### src/include/ht_defs.svh
/*
  width macros for the hash table engine
  key, value and bucket address widths
*/

`ifndef HT_DEFS_SVH
`define HT_DEFS_SVH

// ------------------------------
// data widths
// ------------------------------

// key carried by every command
`define HT_KEY_W    16

// value stored with a key
`define HT_VALUE_W  16

// bucket address, 256 buckets with one entry each
`define HT_BUCKET_W 8

`endif

### src/source/ht_pkg.sv
/*
  hash table engine types
  opcode and result codes, table entry, command and pipeline data
*/

`default_nettype none

`include "ht_defs.svh"

package ht_pkg;

  typedef enum logic [1:0] {
    OP_SEARCH = 2'd0,
    OP_INSERT = 2'd1,
    OP_DELETE = 2'd2
  } ht_opcode_t;

  typedef enum logic [2:0] {
    RES_FOUND     = 3'd0,
    RES_NOT_FOUND = 3'd1,
    RES_INSERTED  = 3'd2,
    RES_UPDATED   = 3'd3,
    RES_COLLISION = 3'd4,
    RES_DELETED   = 3'd5
  } ht_result_t;

  // contents of one bucket
  typedef struct packed {
    logic [`HT_KEY_W-1:0]   key;
    logic [`HT_VALUE_W-1:0] value;
  } ht_entry_t;

  typedef struct packed {
    ht_opcode_t             opcode;
    logic [`HT_KEY_W-1:0]   key;
    logic [`HT_VALUE_W-1:0] value;
  } ht_cmd_t;

  // travels from the hash stage down to the result stage
  typedef struct packed {
    ht_cmd_t                 cmd;
    logic [`HT_BUCKET_W-1:0] bucket;
    ht_entry_t               entry;
    logic                    entry_val;
  } ht_pdata_t;

endpackage

`default_nettype wire

### src/source/ht_delay.sv
/*
  single register stage with valid/ready handshake
  payload type given by a type parameter
*/

`timescale 1ns/1ps
`default_nettype none

`include "ht_defs.svh"

module ht_delay
  import ht_pkg::*;
#(
  parameter type T = ht_cmd_t
) (
  input  wire logic clk_i,
  input  wire logic rst_i,

  input  wire T     data_i,
  input  wire logic valid_i,
  output logic      ready_o,

  output T          data_o,
  output logic      valid_o,
  input  wire logic ready_i
);

  logic load;

  // free when empty or when the held word leaves this cycle
  assign ready_o = !valid_o || ready_i;
  assign load    = valid_i && ready_o;

  always_ff @(posedge clk_i or posedge rst_i)
  begin
    if (rst_i)
      valid_o <= 1'b0;
    else if (ready_o)
      valid_o <= valid_i;
  end

  always_ff @(posedge clk_i)
  begin
    if (load)
      data_o <= data_i;
  end

  // a stalled word must not change under the consumer
  a_hold_stable: assert property (@(posedge clk_i) disable iff (rst_i)
    valid_o && !ready_i |=> valid_o && $stable(data_o));

endmodule

`default_nettype wire

### src/source/ht_hash_calc.sv
/*
  hash stage
  registers the command and derives the bucket from its key
*/

`timescale 1ns/1ps
`default_nettype none

`include "ht_defs.svh"

module ht_hash_calc
  import ht_pkg::*;
(
  input  wire logic                  clk_i,
  input  wire logic                  rst_i,

  input  wire ht_opcode_t            cmd_opcode_i,
  input  wire logic [`HT_KEY_W-1:0]   cmd_key_i,
  input  wire logic [`HT_VALUE_W-1:0] cmd_value_i,
  input  wire logic                  cmd_valid_i,
  output logic                       cmd_ready_o,

  output ht_pdata_t                  pdata_o,
  output logic                       pdata_valid_o,
  input  wire logic                  pdata_ready_i
);

  ht_cmd_t cmd_in;
  ht_cmd_t cmd_q;

  // low byte ^ high byte ^ high byte rotated left by 3
  function automatic logic [`HT_BUCKET_W-1:0] calc_bucket(input logic [`HT_KEY_W-1:0] key);
    logic [7:0] lo;
    logic [7:0] hi;
    lo = key[7:0];
    hi = key[15:8];
    return lo ^ hi ^ {hi[4:0], hi[7:5]};
  endfunction

  assign cmd_in.opcode = cmd_opcode_i;
  assign cmd_in.key    = cmd_key_i;
  assign cmd_in.value  = cmd_value_i;

  ht_delay #(
    .T       (ht_cmd_t)
  ) cmd_reg (
    .clk_i   (clk_i),
    .rst_i   (rst_i),
    .data_i  (cmd_in),
    .valid_i (cmd_valid_i),
    .ready_o (cmd_ready_o),
    .data_o  (cmd_q),
    .valid_o (pdata_valid_o),
    .ready_i (pdata_ready_i)
  );

  // entry fields are filled in by the head table
  assign pdata_o.cmd       = cmd_q;
  assign pdata_o.bucket    = calc_bucket(cmd_q.key);
  assign pdata_o.entry     = '0;
  assign pdata_o.entry_val = 1'b0;

endmodule

`default_nettype wire

### config.mk
export PLATFORM = sky130hd
export DESIGN_NAME = ht_hash_calc
export DESIGN_NICKNAME = d
export VERILOG_FILES = /design/src/source/ht_pkg.sv /design/src/source/ht_delay.sv /design/src/source/ht_hash_calc.sv
export VERILOG_INCLUDE_DIRS = /design/src /design/src/include
export SDC_FILE = /design/constraint.sdc
export NUM_CORES = 1
export LEC_CHECK = 0
export BUFFER_PORTS_ARGS = -buffer_cell sky130_fd_sc_hd__buf_2
export CAP_MARGIN = 15
export CORE_UTILIZATION = 39
export DETAILED_ROUTE_END_ITERATION = 10
export GPL_TIMING_DRIVEN = 0
export PLACE_DENSITY_LB_ADDON = 0.15
export SYNTH_ARGS = -nofsm -noshare
export SYNTH_HDL_FRONTEND = slang
export SYNTH_SLANG_ARGS = --single-unit
### constraint.sdc
create_clock -name clk_i -period 2 [get_ports clk_i]
set_clock_uncertainty 0.05 [all_clocks]
set_input_delay 0.4 -clock clk_i [delete_from_list [all_inputs] [get_ports clk_i]]
set_output_delay 0.4 -clock clk_i [all_outputs]
set_load 0.05 [all_outputs]
==> Word level (Yosys, flattened, before mapping) <==
Cells that the tools add are included.
{ "word_totals": {"reg_bits": 35, "input_bits": 38} }
{ "classes": {"reduce_logical": 3, "n_bitwise": 2} }
{ "ops": {"columns": ["operator", "count"], "rows": [
  ["XOR 8 bit", 2],
  ["logical AND 1 bit", 1],
  ["zero test 1 bit", 1],
  ["logical OR 1 bit", 1]
]} }

==> Longest topological paths before layout <==
{ "logic_depth": {"depth_word": 3, "mapped_depth": 2, "depth_no_buf": 2} }

==> Modules after synthesis <==
Synthesis repeated with hierarchy kept, for this count alone.
{ "unflattened": {"cells_unflattened": 81, "area_unflattened_um2": 1520.2} }
{ "by_module_without_submodules": {"columns": ["mod", "n_inst", "cells_per_inst", "area_per_inst_um2"], "rows": [
  ["ht_delay", 1, 39, 1078.5],
  ["ht_hash_calc", 1, 42, 441.7]
]} }

==> Worst setup path after synthesis <==
No wires, ideal clock.
{ "synth_timing": {"path_kind": "register -> register", "startpoint": "register cmd_reg.valid_o", "endpoint": "register cmd_reg.data_o[0] in the netlist's numbering (enable)", "path_stages_with_launch": 3, "setup_slack_ps": -425, "t_arrival_ps": 1981, "setup_time_ps": 394, "synth_period_minus_slack_ps": 2425, "path_cell_list": "dfrtp_1 > nand2b_1 > and2_1"} }
{ "synth_via": {"elab_chain_cells": 3} }
{ "synth_rtl": {"columns": ["element", "line_no", "rtl"], "rows": [
  ["from (decl)", "ht_delay.sv:24", "output logic valid_o,"],
  ["from (signal assigned)", "ht_delay.sv:39", "valid_o <= valid_i;"],
  ["zero test 1 bit", "ht_delay.sv:31", "assign ready_o = !valid_o || ready_i;"],
  ["logical OR 1 bit", "ht_delay.sv:31", null],
  ["via cmd_ready_o", "ht_hash_calc.sv:21", "output logic cmd_ready_o,"],
  ["logical AND 1 bit", "ht_delay.sv:32", "assign load = valid_i && ready_o;"],
  ["via cmd_reg.load", "ht_delay.sv:28", "logic load;"],
  ["to (signal assigned)", "ht_delay.sv:45", "data_o <= data_i;"],
  ["to (decl)", "ht_delay.sv:23", "output T data_o,"]
]} }
The timed path passes the listed nets, and every way through them passes these cells.
A chain may end at the register's enable or synchronous reset.

==> flow_summary.yaml <==
sta:
  slew_viol_final: 0
  period_minus_slack_ns: 1.87
  whs_ns: 0.248
  setup_viol: 0
  hold_viol: 0
  layout_setup_ws_ns: 0.134
  rsz0062_at_grt: "no"
  max_freq_ghz: 0.536
  fin_crit_sh_pct: 93.3
finish:
  fill_cells: 297
  drive_gt1_share_pct: 60.2
  nets: 248
  regArea_mm2: 0.00105
  instances_no_fill: 257
  syn2layout_area_growth_pct: 49.4
  multi_input_area_um2: 330
  diodes: 0
global_routing:
  grt_start_max_net_pins: 35
  grt_pass1_vias: 987
  grt_overflow: 0
  grt_pass1_wl_mm: 4.18
  antenna_found_initial: 0
  grtUsageTotal_pct: 14.0
detailed_routing:
  met3WireLength_um: 353
  final_antenna_net_count: 0
  dr_wl_met2_mm: 1.31
  vias: 972
  viasPerCell: 3.78
  wl_per_cell_um: 10.0
  wirelength_mm: 2.58
  drc: 0
  initialDrtViolationCount: 15
  met1_length_um: 887
  drt-pass1-iter-count: 3
  routed.top_layer: "met4"
synth:
  synth_flop_cell: "edfxtp_1"
  seq_area_frac_synth_pct: 71.6
  synthTopCellsByCount: "edfxtp_1 (34), buf_4 (33), xnor2_1 (16)"
  synth.cell_area_mm2: 0.00146
  post_synth.cell_area_avg_um2: 16.4
  synth_area_leaders: "edfxtp_1 (70%), buf_4 (17%), xnor2_1 (9.6%)"
  yosysWarnings: 0
  yosysMostFrequentCell: "edfxtp_1"
  yosys.area.top_type_share_pct: 69.9
  synth_seq_cells: 35
  synth_edf_count: 34
  ys_types: 8
  syn_inst: 89
  synthArstFlopShare_pct: 2.86
  synth_top_cell_by_area: "edfxtp_1"
setup_path:
  path_cells: "xnor2_1 -> xnor2_2 -> buf_2"
  crit_family: "flip-flops"
  reg2reg_depth: 2
  crit_fanout: 3
  ff2ff_setup_slack_ns: 0.66
  path_class: "register to output pin"
  critPathSlowestCell: "edfxtp_1"
  worstReg2RegStart: "cmd_reg.valid_o$_DFFE_PP0P_"
  crit_required_ns: 1.55
  r2r-end: "cmd_reg.data_o[26]$_DFFE_PP_"
  end_kind: "output pin"
  startpoint_type: "register"
  crit_buf_inv: 1
  crit_arrival_ns: 1.42
  cpPeakStageDelay_ns: 0.46
pwr:
  intPower_mw: 1.25
  switching_share_pct: 35.3
  peakVddDrop_v: 0.000518
  clockPowerShare_pct: 24.0
  power_density_mw_per_mm2: 885
  p_sw_mw: 0.682
  seqPwrFrac_pct: 45.4
  p_leak_nw: 1.07
  power_frac_comb_pct: 30.6
  total_power_mw: 1.93
cts:
  cts_hold_buf: 1
  htreeDepth: 2
  path_clk_slew_ns: 0.07
  clock_sinks: 35
  cts.repair.resized: 0
  cts_root_buf: "clkbuf_8"
  cts_setup_buffers: 0
  cts_buffer_depth: 2
  cts_tree: "built"
  insertion_delay_ns: 0.27
  cts_buffers: 5
die:
  die_x_um: 63.2
  dieHeight_um: 63.2
  rows: 21
  coreArea_mm2: 0.00347
  ioPinCount: 115
  dieArea_mm2: 0.00399
  start_util_pct: 42.1
status:
  outcome: "finished clean"
placement:
  portBuffers: 81
  dp_cells: 248
  post-place-ws_ns: 0.428
  place_congestion: 0.655
  place_hpwl_mm: 2.08
worst_hold_path:
  min-delay-start: "cmd_key_i[14]"
  whs_path_depth: 1
  hold_class: "input pin to register"
  hold-path-endpoint: "cmd_reg.data_o[30]$_DFFE_PP_"
job:
  maxCapViolCount: 0
## flip-flops by register name, indices dropped and copies added, names as in the netlist
register / flops
cmd_reg.data_o: 34
cmd_reg.valid_o: 1
## placed cells by master (no fill, tap or decap)
master / Yosys / final
xnor2_1: 16 / 10
buf_4: 33 / 33
dlygate4sd3_1: 0 / 1
nand2b_1: 2 / 2
edfxtp_1: 34 / 34
clkbuf_8: 0 / 5
buf_2: 0 / 81
clkbuf_1: 0 / 2
xnor2_2: 0 / 6
conb_1: 1 / 33
clkinv_2: 0 / 1
inv_1: 1 / 1
and2_4: 0 / 1
dfrtp_1: 1 / 1
## layout make-up
type                       instances  share of cell area [%]
clock buffer                       7                    3.50
tap                               46                    2.64
inverter                           1                   0.172
buffer                            33                    11.4
timing repair buffer              82                    19.0
sequential                        35                    47.9
multi-input combinational         52                    15.1
clock inverter                     1                   0.229
## power groups by stage
| stage | combinational [mW] | sequential [mW] | clock, mW |
|---|---|---|---|
| 2_1_floorplan | 0.349 | 1.03 | 0 |
| 3_3_place_gp | 0.585 | 0.890 | 0 |
| 3_5_place_dp | 0.590 | 0.893 | 0 |
| 4_1_cts | 0.592 | 0.877 | 0.484 |
| 5_1_grt | 0.616 | 0.881 | 0.514 |
| 6_report | 0.592 | 0.876 | 0.464 |
## how the worst max path moves through the flow
| stage | start | endpoint | slack (ns) | cells past startpoint |
|---|---|---|---|---|
| after global routing | cmd_reg.data_o[25]$_DFFE_PP_ | pdata_o[37] | 0.05 | 3 |
| after global placement | cmd_reg.data_o[24]$_DFFE_PP_ | pdata_o[36] | 0.47 | 3 |
| final | cmd_reg.data_o[24]$_DFFE_PP_ | pdata_o[36] | 0.13 | 3 |
| after detailed placement | cmd_reg.data_o[24]$_DFFE_PP_ | pdata_o[36] | 0.43 | 3 |
| after CTS | cmd_reg.data_o[24]$_DFFE_PP_ | pdata_o[36] | 0.11 | 3 |
| after floorplan | cmd_reg.data_o[30]$_DFFE_PP_ | pdata_o[39] | -0.15 | 2 |
## through the flow
| step | setup TNS, ns | utilization, % | area [um^2] |
|---|---|---|---|
| global placement | 0 | 60.3 | 2090 |
| detailed placement | 0 | 60.3 | 2090 |
| finish | 0 | 62.9 | 2180 |
| global route | 0 | 62.9 | 2180 |
| CTS | 0 | 62.9 | 2180 |
| floorplan | -0.282 | - | 1630 |
## routing by layer
metal / track usage, % / up-vias
li1: - / 475
met1: 12.6 / 419
met3: 6.88 / 4
met4: 5.97 / 0
met5: 0 / -
met2: 26.1 / 74
## cells by family (layout without fill, tap and decap cells)
family	Yosys count	after routing	synth area share, %
and+or+nand+nor	3	3	1.29
buffers and inverters	34	124	17.2
DFF	35	35	71.6
xor gates and xnor gates	16	16	9.60
other	1	33	0.257
No activity file was read; power rests on OpenSTA's default activity.
