**config.mk**
```make
export PLATFORM = sky130hd
export DESIGN_NAME = ht_result_calc
export DESIGN_NICKNAME = d
export VERILOG_FILES = /design/src/source/ht_pkg.sv /design/src/source/ht_result_calc.sv
export VERILOG_INCLUDE_DIRS = /design/src /design/src/include
export SDC_FILE = /design/constraint.sdc
export NUM_CORES = 1
export LEC_CHECK = 0
export BUFFER_PORTS_ARGS = -buffer_cell sky130_fd_sc_hd__buf_2
export CAP_MARGIN = 10
export CORE_MARGIN = 2
export CORE_UTILIZATION = 39
export DETAILED_ROUTE_END_ITERATION = 12
export PLACE_DENSITY = 0.92
export SLEW_MARGIN = 20
export SYNTH_ARGS = -nofsm -noshare
export SYNTH_HDL_FRONTEND = slang
export SYNTH_SLANG_ARGS = --single-unit
```
**constraint.sdc**
```tcl
create_clock -name clk_i -period 2.7 [get_ports clk_i]
set_input_delay 0.54 -clock clk_i [delete_from_list [all_inputs] [get_ports clk_i]]
set_output_delay 0.54 -clock clk_i [all_outputs]
set_load 0.05 [all_outputs]
```
**src/include/ht_defs.svh**
```systemverilog
/*
  width macros for the hash table engine
  key, value and bucket address widths
*/

`ifndef HT_DEFS_SVH
`define HT_DEFS_SVH

// ------------------------------
// data widths
// ------------------------------

// key carried by every command
`define HT_KEY_W    16

// value stored with a key
`define HT_VALUE_W  16

// bucket address, 256 buckets with one entry each
`define HT_BUCKET_W 8

`endif

```
**src/source/ht_pkg.sv**
```systemverilog
/*
  hash table engine types
  opcode and result codes, table entry, command and pipeline data
*/

`default_nettype none

`include "ht_defs.svh"

package ht_pkg;

  typedef enum logic [1:0] {
    OP_SEARCH = 2'd0,
    OP_INSERT = 2'd1,
    OP_DELETE = 2'd2
  } ht_opcode_t;

  typedef enum logic [2:0] {
    RES_FOUND     = 3'd0,
    RES_NOT_FOUND = 3'd1,
    RES_INSERTED  = 3'd2,
    RES_UPDATED   = 3'd3,
    RES_COLLISION = 3'd4,
    RES_DELETED   = 3'd5
  } ht_result_t;

  // contents of one bucket
  typedef struct packed {
    logic [`HT_KEY_W-1:0]   key;
    logic [`HT_VALUE_W-1:0] value;
  } ht_entry_t;

  typedef struct packed {
    ht_opcode_t             opcode;
    logic [`HT_KEY_W-1:0]   key;
    logic [`HT_VALUE_W-1:0] value;
  } ht_cmd_t;

  // travels from the hash stage down to the result stage
  typedef struct packed {
    ht_cmd_t                 cmd;
    logic [`HT_BUCKET_W-1:0] bucket;
    ht_entry_t               entry;
    logic                    entry_val;
  } ht_pdata_t;

endpackage

`default_nettype wire

```
**src/source/ht_result_calc.sv**
```systemverilog
/*
  result stage
  key compare, result code, table write-back and result register
*/

`timescale 1ns/1ps
`default_nettype none

`include "ht_defs.svh"

module ht_result_calc
  import ht_pkg::*;
(
  input  wire logic                   clk_i,
  input  wire logic                   rst_i,

  input  wire ht_pdata_t              pdata_i,
  input  wire logic                   pdata_valid_i,
  output logic                        pdata_ready_o,

  output ht_result_t                  res_code_o,
  output logic [`HT_KEY_W-1:0]         res_key_o,
  output logic [`HT_VALUE_W-1:0]       res_value_o,
  output logic                        res_valid_o,
  input  wire logic                   res_ready_i,

  output logic                        tbl_wr_en_o,
  output logic [`HT_BUCKET_W-1:0]      tbl_wr_bucket_o,
  output ht_entry_t                   tbl_wr_entry_o,
  output logic                        tbl_wr_valid_o
);

  logic                   accept;
  logic                   match;
  logic                   wr_need;
  ht_result_t             code_nxt;
  logic [`HT_VALUE_W-1:0] value_nxt;

  assign pdata_ready_o = !res_valid_o || res_ready_i;
  assign accept        = pdata_valid_i && pdata_ready_o;
  assign match         = pdata_i.entry_val && (pdata_i.entry.key == pdata_i.cmd.key);

  always_comb
  begin
    code_nxt       = RES_NOT_FOUND;
    value_nxt      = '0;
    wr_need        = 1'b0;
    tbl_wr_valid_o = 1'b0;
    case (pdata_i.cmd.opcode)
      OP_SEARCH:
        if (match)
        begin
          code_nxt  = RES_FOUND;
          value_nxt = pdata_i.entry.value;
        end
      OP_INSERT:
        if (!pdata_i.entry_val || match)
        begin
          code_nxt       = match ? RES_UPDATED : RES_INSERTED;
          value_nxt      = pdata_i.cmd.value;
          wr_need        = 1'b1;
          tbl_wr_valid_o = 1'b1;
        end
        else
        begin
          // another key owns the bucket
          code_nxt  = RES_COLLISION;
          value_nxt = pdata_i.entry.value;
        end
      OP_DELETE:
        if (match)
        begin
          code_nxt  = RES_DELETED;
          value_nxt = pdata_i.entry.value;
          wr_need   = 1'b1;
        end
      default:
        code_nxt = RES_NOT_FOUND;
    endcase
  end

  // write-back lands on the same edge that loads the result
  assign tbl_wr_en_o          = accept && wr_need;
  assign tbl_wr_bucket_o      = pdata_i.bucket;
  assign tbl_wr_entry_o.key   = pdata_i.cmd.key;
  assign tbl_wr_entry_o.value = pdata_i.cmd.value;

  always_ff @(posedge clk_i or posedge rst_i)
  begin
    if (rst_i)
      res_valid_o <= 1'b0;
    else if (pdata_ready_o)
      res_valid_o <= pdata_valid_i;
  end

  always_ff @(posedge clk_i)
  begin
    if (accept)
    begin
      res_code_o  <= code_nxt;
      res_key_o   <= pdata_i.cmd.key;
      res_value_o <= value_nxt;
    end
  end

  a_wr_only_modify: assert property (@(posedge clk_i) disable iff (rst_i)
    tbl_wr_en_o |=> res_valid_o && (res_code_o inside {RES_INSERTED, RES_UPDATED, RES_DELETED}));

endmodule

`default_nettype wire

```
After elaboration in Yosys (flattened, before gate mapping)
Index checks and enable logic that the tools add are counted.

cells by class
  equality and inequality tests = 3
  mux-type cells = 12
  reduce and logical (&&, ||, !) cells = 9

operator list
  cell                  number
  $mux W16              2
  $pmux W16 S2          1
  $eq A16 B16 Y1        1
  $pmux W3 S3           1
  $mux W3               2
  $mux W1               5
  $logic_and A1 B1 Y1   3
  $eq A2 B1 Y1 const B  1
  $eq A2 B2 Y1 const B  1
  $logic_not A1 Y1      2
  $logic_not A2 Y1      1
  $logic_or A1 B1 Y1    2
  $pmux W1 S2           1
  $reduce_or A2 Y1      1

word-level totals
  register bits after elaboration = 36
  input bits = 79
  output and inout bits = 79
  logic and storage cells = 28

Longest topological paths before layout
Gate-level depths: netlist of the first run.

  word-level depth = 6
  mapped depth = 7
  mapped depth without buffers = 6

Least setup slack after synthesis of the first run
No wires, ideal clock.

  kind = register to output
  start = register res_valid_o
  end = output tbl_wr_en_o
  arrival = 2.659 ns
  data required time = 2.160 ns
  setup slack = -0.499 ns
  stages on the path, launching flop included = 4
  path buffers = 0
  cells stage by stage = dfrtp_1 nand2b_1 and2_1 and4_1

on the way
  word-level cells in the longest chain between the ends = 4

ends and longest elaborated chain
  what                      line                  text
  start: declaration        ht_result_calc.sv:24  output logic res_valid_o,
  start signal: assignment  ht_result_calc.sv:93  res_valid_o <= pdata_valid_i;
  $logic_not A1 Y1          ht_result_calc.sv:39  assign pdata_ready_o = !res_valid_o || res_ready_i;
  $logic_or A1 B1 Y1        ht_result_calc.sv:39
  via pdata_ready_o         ht_result_calc.sv:19  output logic pdata_ready_o,
  $logic_and A1 B1 Y1       ht_result_calc.sv:40  assign accept = pdata_valid_i && pdata_ready_o;
  via accept                ht_result_calc.sv:33  logic accept;
  $logic_and A1 B1 Y1       ht_result_calc.sv:83  assign tbl_wr_en_o = accept && wr_need;
  end: declaration          ht_result_calc.sv:27  output logic tbl_wr_en_o,

The timed path passes the listed nets, and every way through them passes these cells.

Worst setup path in the final report of the first run
  start = input pdata_i[61] (netlist name)
  end = output tbl_wr_en_o

on the way
  word-level cells in the longest chain between the ends = 6
  elaborated cells on any way between the ends = 7
  classes of those cells = eq/ne (1); mux (3); reduce/logical (3)

ends and longest elaborated chain
  what                   line                  text
  start: declaration     ht_result_calc.sv:17  input wire ht_pdata_t pdata_i,
  $eq A16 B16 Y1 *       ht_result_calc.sv:41  assign match = pdata_i.entry_val && (pdata_i.entry.key == pdata_i.cmd.key);
  $logic_and A1 B1 Y1 *  ht_result_calc.sv:41
  $logic_or A1 B1 Y1     ht_result_calc.sv:57  if (!pdata_i.entry_val || match)
  $mux W1                ht_result_calc.sv:57
  $pmux W1 S2 *          ht_result_calc.sv:49  case (pdata_i.cmd.opcode)
  $logic_and A1 B1 Y1 *  ht_result_calc.sv:83

Every way passes the cells marked *; elsewhere a longest branch is shown, timed or not.

==> results.json, run 1 <==
{
  "fin_setup_tns_ns": 0,
  "power_density_nw_per_um2": 552.8,
  "fin_crit_sh_pct": 95.87,
  "start_util_pct": 40.87,
  "ir_drop_v": 0.0001904,
  "holdBufCountCts": 0,
  "yosysUniqueCellTypes": 27,
  "start_kind": "input port",
  "layout.nets": 340,
  "clk_latency_ns": 0.28,
  "cp_max_fo": 4,
  "r2r-end": "res_value_o[4]",
  "hold_ws_ns": 0.07477,
  "synth-xor-area-share_pct": 7.212,
  "post_synth_instance_area_um2": 1943,
  "end_kind": "output port",
  "worst_ep_arrival_time_ns": 2.05,
  "reg2reg_slack_ns": 1.31,
  "cts-root-buf": "clkbuf_8",
  "skew_ns": 0.005150,
  "post-route-min-period_ns": 2.588,
  "die_area_um2": 5563,
  "max_freq_mhz": 386.3,
  "p_sw_share_pct": 33.76,
  "worstMarginPinSlew_ns": 0.4541,
  "antenna_found_initial": 0,
  "grt_usage_pct": 14.55,
  "comb_power_share_pct": 28.2,
  "synth-compound-area-share_pct": 9.079,
  "htree_levels": 2,
  "crit_top_cell": "buf_2",
  "synth.avg_cell_area_um2": 13.49,
  "setup_viol": 0,
  "fp.dieW_um": 74.59,
  "finalPower_uw": 1406,
  "dieHeight_um": 74.59,
  "synthesis.instances": 144,
  "synth-simple-area-share_pct": 6.246,
  "grt_max_degree": 36,
  "setup.worst_path.start": "pdata_i[61]",
  "slew_headroom_pct": 69.45,
  "drc_errors": 0,
  "gp_congestion": 0.6906,
  "synth.area.mux_share_pct": 1.674,
  "place_inst": 316,
  "cp_slowest_cell": "nor4_1",
  "post_dp_cell_area_um2": 2461,
  "maxCapViolations": 0,
  "cts_buffers": 5,
  "clk_pin_slew_ns": 0.07,
  "p_seq_share_pct": 46.7,
  "switchingPower_uw": 474.7,
  "ys_ff_latch": 36,
  "hpwl_mm": 3.376,
  "outcome": "completed",
  "core_um2": 4755,
  "drtAntennaViolNets": 0,
  "p_clk_share_pct": 25.1,
  "p_int_uw": 931.5,
  "cts_resized": 0,
  "ioPinCount": 158,
  "synthAdderAreaFrac_pct": 3.220,
  "synth_top_family_by_area": "buffers and inverters",
  "wirelength_mm": 4.221,
  "post_cts_buffers": 0,
  "drt_iter0_markers": 40,
  "most-common-layout-cells": "141 x buf_2, 35 x edfxtp_1, 16 x xor2_1",
  "timing.rr.start": "res_valid_o",
  "rr_worst_depth": 3,
  "path_class": "input port to output port",
  "first_pass_iters": 4,
  "grt-ovfl-total": 0,
  "layout.cells.most_common": "buf_2",
  "syn_nets": 228,
  "max_stage_delay_ns": 0.45,
  "rsz0062_at_grt": "false",
  "tritoncts": "built",
  "worstPathCellList": "buf_2, xor2_1, nor4_1, nand4_2, nand2_1, and4_1, buf_2",
  "num_rows": 25,
  "numPortBuffers": 141,
  "clock_sinks": 36,
  "vias": 1454,
  "required_ns": 2.16,
  "p_leak_uw": 0.001258,
  "seq_area_frac_synth_pct": 55.38,
  "antenna_cells": 0,
  "finalMaxSlewViolations": 0,
  "grt_pass1_vias": 1366,
  "area_delta_synth_final_pct": 30.91,
  "crit_end": "tbl_wr_en_o",
  "hold_viol": 0,
  "hp-class": "input port to async pin",
  "via_per_inst": 4.488,
  "final_area_um2": 2544,
  "clockBufferDepth": 2,
  "wl_per_cell_um": 13.03,
  "grt_pass1_wl_mm": 5.954,
  "ys_warn_count": 0,
  "stdcell_count": 324,
  "drive_gt1_share_pct": 61.87
}
metal layers:
layer | vias to the layer above | wire length [um] | part of all wire, % | GRT usage [%]
met1 | 675 | 1530 | 36 | 14.58
met4 | 0 | 69 | 1.6 | 7.937
met3 | 9 | 311 | 7.4 | 3.388
met5 | - | 0 | 0 | 0
li1 | 707 | - | - | -
met2 | 63 | 2310 | 55 | 27.43
how the worst min path moves through the flow:
stage,endpoint,slack (ns),cells past startpoint
2_1_floorplan,res_valid_o,0.27,1
3_3_place_gp,res_valid_o,0.37,2
3_5_place_dp,res_valid_o,0.37,2
4_1_cts,res_valid_o,0.06,2
5_1_grt,res_valid_o,0.07,2
6_report,res_valid_o,0.07,2
per-stage QoR:
step | util [%] | setup WS, ns
global placement | 51.76 | 0.1415
global route | 53.50 | 0.01453
CTS | 53.50 | 0.09605
finish | 53.50 | 0.1115
detailed placement | 51.76 | 0.1110
floorplan | - | 0.08681
synthesized netlist by cell type, drive strengths merged:
cell    instances  area (um2)
buf            42       319.1
edfxtp         35        1051
xor2           16       140.1
a22o           15       131.4
ha              5       62.56
inv             4       15.01
nor4            4       25.02
nand2b          3       18.77
and2            2       12.51
mux2i           2       32.53
nor2            2       7.510
a2111o          1       11.26
a21o            1       7.510
a21oi           1       8.760
a32o            1       10.01
and3b           1       8.760
and4            1       8.760
dfrtp           1       25.02
nand2           1       3.750
nand4           1       12.51
nor2b           1       6.260
nor3            1       5.000
o21a            1       7.510
or2             1       6.260
or3             1       6.260
sequential cells by signal, summed over array words and instances (netlist names):
signal / cells
res_code_o: 3
res_valid_o: 1
res_value_o: 16
res_key_o: 16
critical path: cells and delay by family:
| family | cells | cell delay, ns |
|---|---|---|
| and+or+nand+nor | 4 | 0.98 |
| buffers and inverters | 2 | 0.39 |
| xor gates and xnor gates | 1 | 0.16 |
final cells by class:
class / count / area, um2
fillers: 449 / 2211
flip-flops and latches: 36 / 1076
repair buffers: 147 / 750.7
multi-input cells: 62 / 535.5
well taps: 67 / 83.83
clock buffers: 5 / 68.82
inverters: 4 / 15.01
clock inverters: 3 / 13.76
power groups by stage:
stage	logic (uW)	clock network [uW]	registers, uW
finish	396	353	656
floorplan	227	0	776
CTS	400	367	657
global route	419	390	659
detailed placement	399	0	669
global placement	394	0	667
logic make-up (layout without fill, tap and decap cells):
| group | after synthesis | after routing |
|---|---|---|
| flops | 36 | 36 |
| fa+ha+maj | 5 | 5 |
| simple gates | 19 | 19 |
| mux | 2 | 2 |
| buf+inv | 46 | 159 |
| xor+xnor | 16 | 16 |
| compound gates | 20 | 20 |
Note: power is estimated with default switching activity, not from simulation.
==> inputs of run 2 (changes only) <==
- CORE_ASPECT_RATIO: not set -> 0.9
==> run 2 against run 1 <==
Clock-buffer cell count stayed put. Fmax is 1.1% higher. Worst setup slack better by 0.028 ns. Utilization is 0.96 points lower. Register-to-register slack worse by 0.03 ns. Final area is 0.15% lower.
==> results.json, run 2 (same netlist as run 1, synthesis figures left out) <==
{
  "ioPinCount": 158,
  "layout.cells.most_common": "buf_2",
  "area_delta_synth_final_pct": 30.71,
  "wirelength_mm": 4.253,
  "rsz0062_at_grt": "false",
  "worstMarginPinSlew_ns": 0.4510,
  "maxCapViolations": 0,
  "grt_pass1_vias": 1301,
  "ir_drop_v": 0.0002393,
  "power_density_nw_per_um2": 550.2,
  "end_kind": "output port",
  "hpwl_mm": 3.371,
  "grt_usage_pct": 14.38,
  "skew_ns": 0.006440,
  "clk_latency_ns": 0.28,
  "slew_headroom_pct": 69.94,
  "cp_max_fo": 4,
  "die_area_um2": 5564,
  "layout.nets": 339,
  "vias": 1440,
  "drtAntennaViolNets": 0,
  "dieHeight_um": 70.97,
  "antenna_found_initial": 0,
  "crit_end": "tbl_wr_en_o",
  "fin_setup_tns_ns": 0,
  "tritoncts": "built",
  "outcome": "completed",
  "setup_viol": 0,
  "htree_levels": 2,
  "core_um2": 4835,
  "place_inst": 313,
  "reg_top3": "res_key_o x16, res_value_o x16, res_code_o x3",
  "clk_pin_slew_ns": 0.07,
  "r2r-end": "res_value_o[15]",
  "grt_max_degree": 36,
  "stdcell_count": 320,
  "grt_pass1_wl_mm": 6.127,
  "fp.dieW_um": 78.41,
  "worst_ep_arrival_time_ns": 2.02,
  "first_pass_iters": 4,
  "p_leak_uw": 0.001248,
  "grt-ovfl-total": 0,
  "rr_worst_depth": 3,
  "post-route-min-period_ns": 2.561,
  "drive_gt1_share_pct": 61.96,
  "cts_buffers": 5,
  "hold_viol": 0,
  "most-common-layout-cells": "141 x buf_2, 35 x edfxtp_1, 16 x xor2_1",
  "clock_sinks": 36,
  "start_kind": "input port",
  "num_rows": 24,
  "utilization_pct": 52.54,
  "clockBufferDepth": 2,
  "holdBufCountCts": 0,
  "antenna_cells": 0,
  "finalPower_uw": 1397,
  "drt_iter0_markers": 37,
  "required_ns": 2.16,
  "gp_congestion": 0.6975,
  "cts-root-buf": "clkbuf_8",
  "post_cts_buffers": 0,
  "hold_ws_ns": 0.08445,
  "finalMaxSlewViolations": 0,
  "start_util_pct": 40.19,
  "setup.worst_path.start": "pdata_i[61]",
  "path_class": "input port to output port",
  "timing.rr.start": "res_valid_o",
  "hp-class": "input port to async pin",
  "numPortBuffers": 141,
  "max_freq_mhz": 390.5,
  "drc_errors": 0,
  "via_per_inst": 4.500,
  "wl_per_cell_um": 13.29,
  "fin_crit_sh_pct": 94.84,
  "reg2reg_slack_ns": 1.28
}
run 2: through the flow:
stage | setup WS (ns) | area [um2]
final | 0.1394 | 2540
after global routing | 0.02915 | 2540
after CTS | 0.04316 | 2527
after detailed placement | 0.07002 | 2451
after global placement | 0.03072 | 2451
after floorplan | 0.08681 | 1946
run 2: where the power goes:
part / total [uW] / internal (uW) / switching [uW]
sequential: 656 / 650 / 6.12
combinational: 400 / 107 / 293
clock: 342 / 170 / 172
run 2: what timing repair did:
action / CTS / global route
resized for setup: 0 / 2
endpoints found under the setup margin: 0 / 1
endpoints found under the hold margin: 0 / 0
run 2: critical path, stage by stage:
cell	delay, ns
buf_2	0.12
xor2_1	0.15
nor4_1	0.42
nand4_2	0.18
nand2_1	0.16
and4_1	0.20
buf_2	0.26
run 2: final cells by class:
type                       count  area, um2
fill                         432       2295
timing repair buffer         146      743.2
sequential                    36       1076
inverter                       4      15.01
tap                           65      81.33
clock inverter                 2      7.507
clock buffer                   5      68.82
multi-input combinational     62      548.0
run 2: metal layers:
| metal | vias up | track usage [%] | routed length (um) |
|---|---|---|---|
| li1 | 704 | - | - |
| met1 | 646 | 17.15 | 1738 |
| met2 | 82 | 25.00 | 2113 |
| met3 | 8 | 3.316 | 332 |
| met4 | 0 | 6.238 | 69 |
| met5 | - | 0 | 0 |
run 2: how the worst min path moves through the flow:
stage / slack (ns) / depth (start not counted) / end
after global placement: 0.37 / 2 / res_valid_o
after CTS: 0.08 / 2 / res_valid_o
final: 0.08 / 2 / res_valid_o
after global routing: 0.08 / 2 / res_valid_o
after detailed placement: 0.38 / 2 / res_valid_o
after floorplan: 0.27 / 1 / res_valid_o
==> inputs of run 3 (changes only) <==
- CORE_ASPECT_RATIO: 0.9 -> not set
- clock period: 2.7 -> 2.45 ns (I/O delays scaled with it)
==> run 3 against run 2 <==
Total power up 11%. Final area up 1.9%. Clock skew down 0.0025 ns. Critical path type unchanged. Global-route usage up 1.0 points. Combinational power up 12%. Sequential cell count unchanged. Via count up 1.2%. Critical path depth up 1. Sequential share of layout area down 0.80 points.
==> results.json, run 3 (same netlist as run 1, synthesis figures left out) <==
{
  "antenna_found_initial": 0,
  "hold_ws_ns": 0.02947,
  "setup.worst_path.start": "pdata_i[58]",
  "area_delta_synth_final_pct": 33.23,
  "grt_usage_pct": 15.39,
  "die_area_um2": 5563,
  "layout.nets": 342,
  "drc_errors": 0,
  "worst_ep_arrival_time_ns": 1.86,
  "num-fill-cells": 447,
  "numPortBuffers": 141,
  "crit_top_cell": "buf_4",
  "dieHeight_um": 74.59,
  "cts_buffers": 5,
  "fp.dieW_um": 74.59,
  "antenna_cells": 0,
  "maxCapViolations": 0,
  "reg_top3": "res_key_o x16, res_value_o x16, res_code_o x3",
  "tritoncts": "built",
  "utilization_pct": 54.45,
  "drtAntennaViolNets": 0,
  "layout.cells.most_common": "buf_2",
  "most-common-layout-cells": "139 x buf_2, 35 x edfxtp_1, 16 x xor2_1",
  "core_um2": 4755,
  "post-route-min-period_ns": 2.354,
  "vias": 1457,
  "start_kind": "input port",
  "worstMarginPinSlew_ns": 0.4460,
  "skew_ns": 0.003892,
  "first_pass_iters": 4,
  "end_kind": "output port",
  "wl_per_cell_um": 13.42,
  "p_leak_uw": 0.001266,
  "htree_levels": 2,
  "start_util_pct": 40.87,
  "wirelength_mm": 4.375,
  "ioPinCount": 158,
  "post_dp_cell_area_um2": 2491,
  "hp-class": "input port to async pin",
  "hpwl_mm": 3.514,
  "setup_viol": 0,
  "max_stage_delay_ns": 0.30,
  "holdBufCountCts": 0,
  "clk_latency_ns": 0.28,
  "clockBufferDepth": 2,
  "p_int_uw": 1037,
  "drt_iter0_markers": 56,
  "via_per_inst": 4.469,
  "switchingPower_uw": 520.2,
  "clk_pin_slew_ns": 0.07,
  "comb_power_share_pct": 28.8,
  "ir_drop_v": 0.0001860,
  "drive_gt1_share_pct": 62.55,
  "hold_viol": 0,
  "grt-ovfl-total": 0,
  "post_cts_buffers": 0,
  "p_clk_share_pct": 24.8,
  "final_area_um2": 2589,
  "cp_slowest_cell": "nor4_2",
  "slew_headroom_pct": 70.27,
  "max_freq_mhz": 424.8,
  "grt_pass1_vias": 1423,
  "worstPathCellList": "buf_2, xor2_1, nor4_2, buf_4, nand4_2, nand2_1, and4_1, buf_4",
  "num_rows": 25,
  "required_ns": 1.96,
  "timing.rr.start": "res_valid_o",
  "p_sw_share_pct": 33.41,
  "rsz0062_at_grt": "false",
  "gp_congestion": 0.7482,
  "cts-root-buf": "clkbuf_8",
  "clock_sinks": 36,
  "power_density_nw_per_um2": 601.5,
  "path_class": "input port to output port",
  "cp_max_fo": 3,
  "p_seq_share_pct": 46.5,
  "grt_pass1_wl_mm": 6.327,
  "fin_crit_sh_pct": 96.08,
  "grt_max_degree": 36,
  "outcome": "completed",
  "finalMaxSlewViolations": 0
}
-- run 3: final timing paths --
kind	slack, ns	cells after the start	to
setup / recovery	0.1	8	tbl_wr_en_o
min in group clk_i	0.42	2	res_valid_o
setup reg to reg	1.05	3	res_key_o[14]
max in group asynchronous	2.33	2	res_valid_o
hold / removal	0.03	2	res_valid_o
hold reg to reg	0.55	2	res_valid_o
-- run 3: area by class of cell --
cell class              instances  area, um2  area share [%]
flip-flops and latches         36       1076           41.57
repair buffers                149      783.3           30.26
multi-input cells              62      550.5           21.27
well taps                      67      83.83           3.238
clock buffers                   7      76.32           2.948
inverters                       4      15.01          0.5800
clock inverters                 1      3.754          0.1450
-- run 3: per-layer routing --
metal | GRT usage, % | wire, um | up-vias
met4 | 8.135 | 87 | 0
met1 | 16.71 | 1536 | 671
met2 | 27.04 | 2415 | 69
li1 | - | - | 707
met3 | 4.472 | 335 | 10
met5 | 0 | 0 | -
-- run 3: critical path: cells and delay by family --
family / cells / cell delay (ns)
buf+inv: 3 / 0.47
simple gates: 4 / 0.73
xor+xnor: 1 / 0.17
-- run 3: power groups by stage --
stage	clock network (uW)	registers, uW	logic [uW]
6_report	386	724	448
3_5_place_dp	0	737	447
3_3_place_gp	0	735	441
5_1_grt	424	727	474
4_1_cts	400	724	448
2_1_floorplan	0	855	251
-- run 3: through the flow --
| step | TNS [ns] | total power [uW] | cells | setup slack (ns) |
|---|---|---|---|---|
| floorplan | 0 | 1106 | 144 | 0.08358 |
| global placement | 0 | 1177 | 318 | 0.03429 |
| detailed placement | -0.01537 | 1184 | 318 | -0.01537 |
| CTS | 0 | 1572 | 326 | 0.02714 |
| global route | 0 | 1625 | 326 | 0.003320 |
| finish | 0 | 1557 | 326 | 0.09608 |
-- run 3: repair_timing --
item                                    CTS  global route
pin swaps                                 0             0
resized for setup                         1             3
endpoints found under the setup margin    1             2
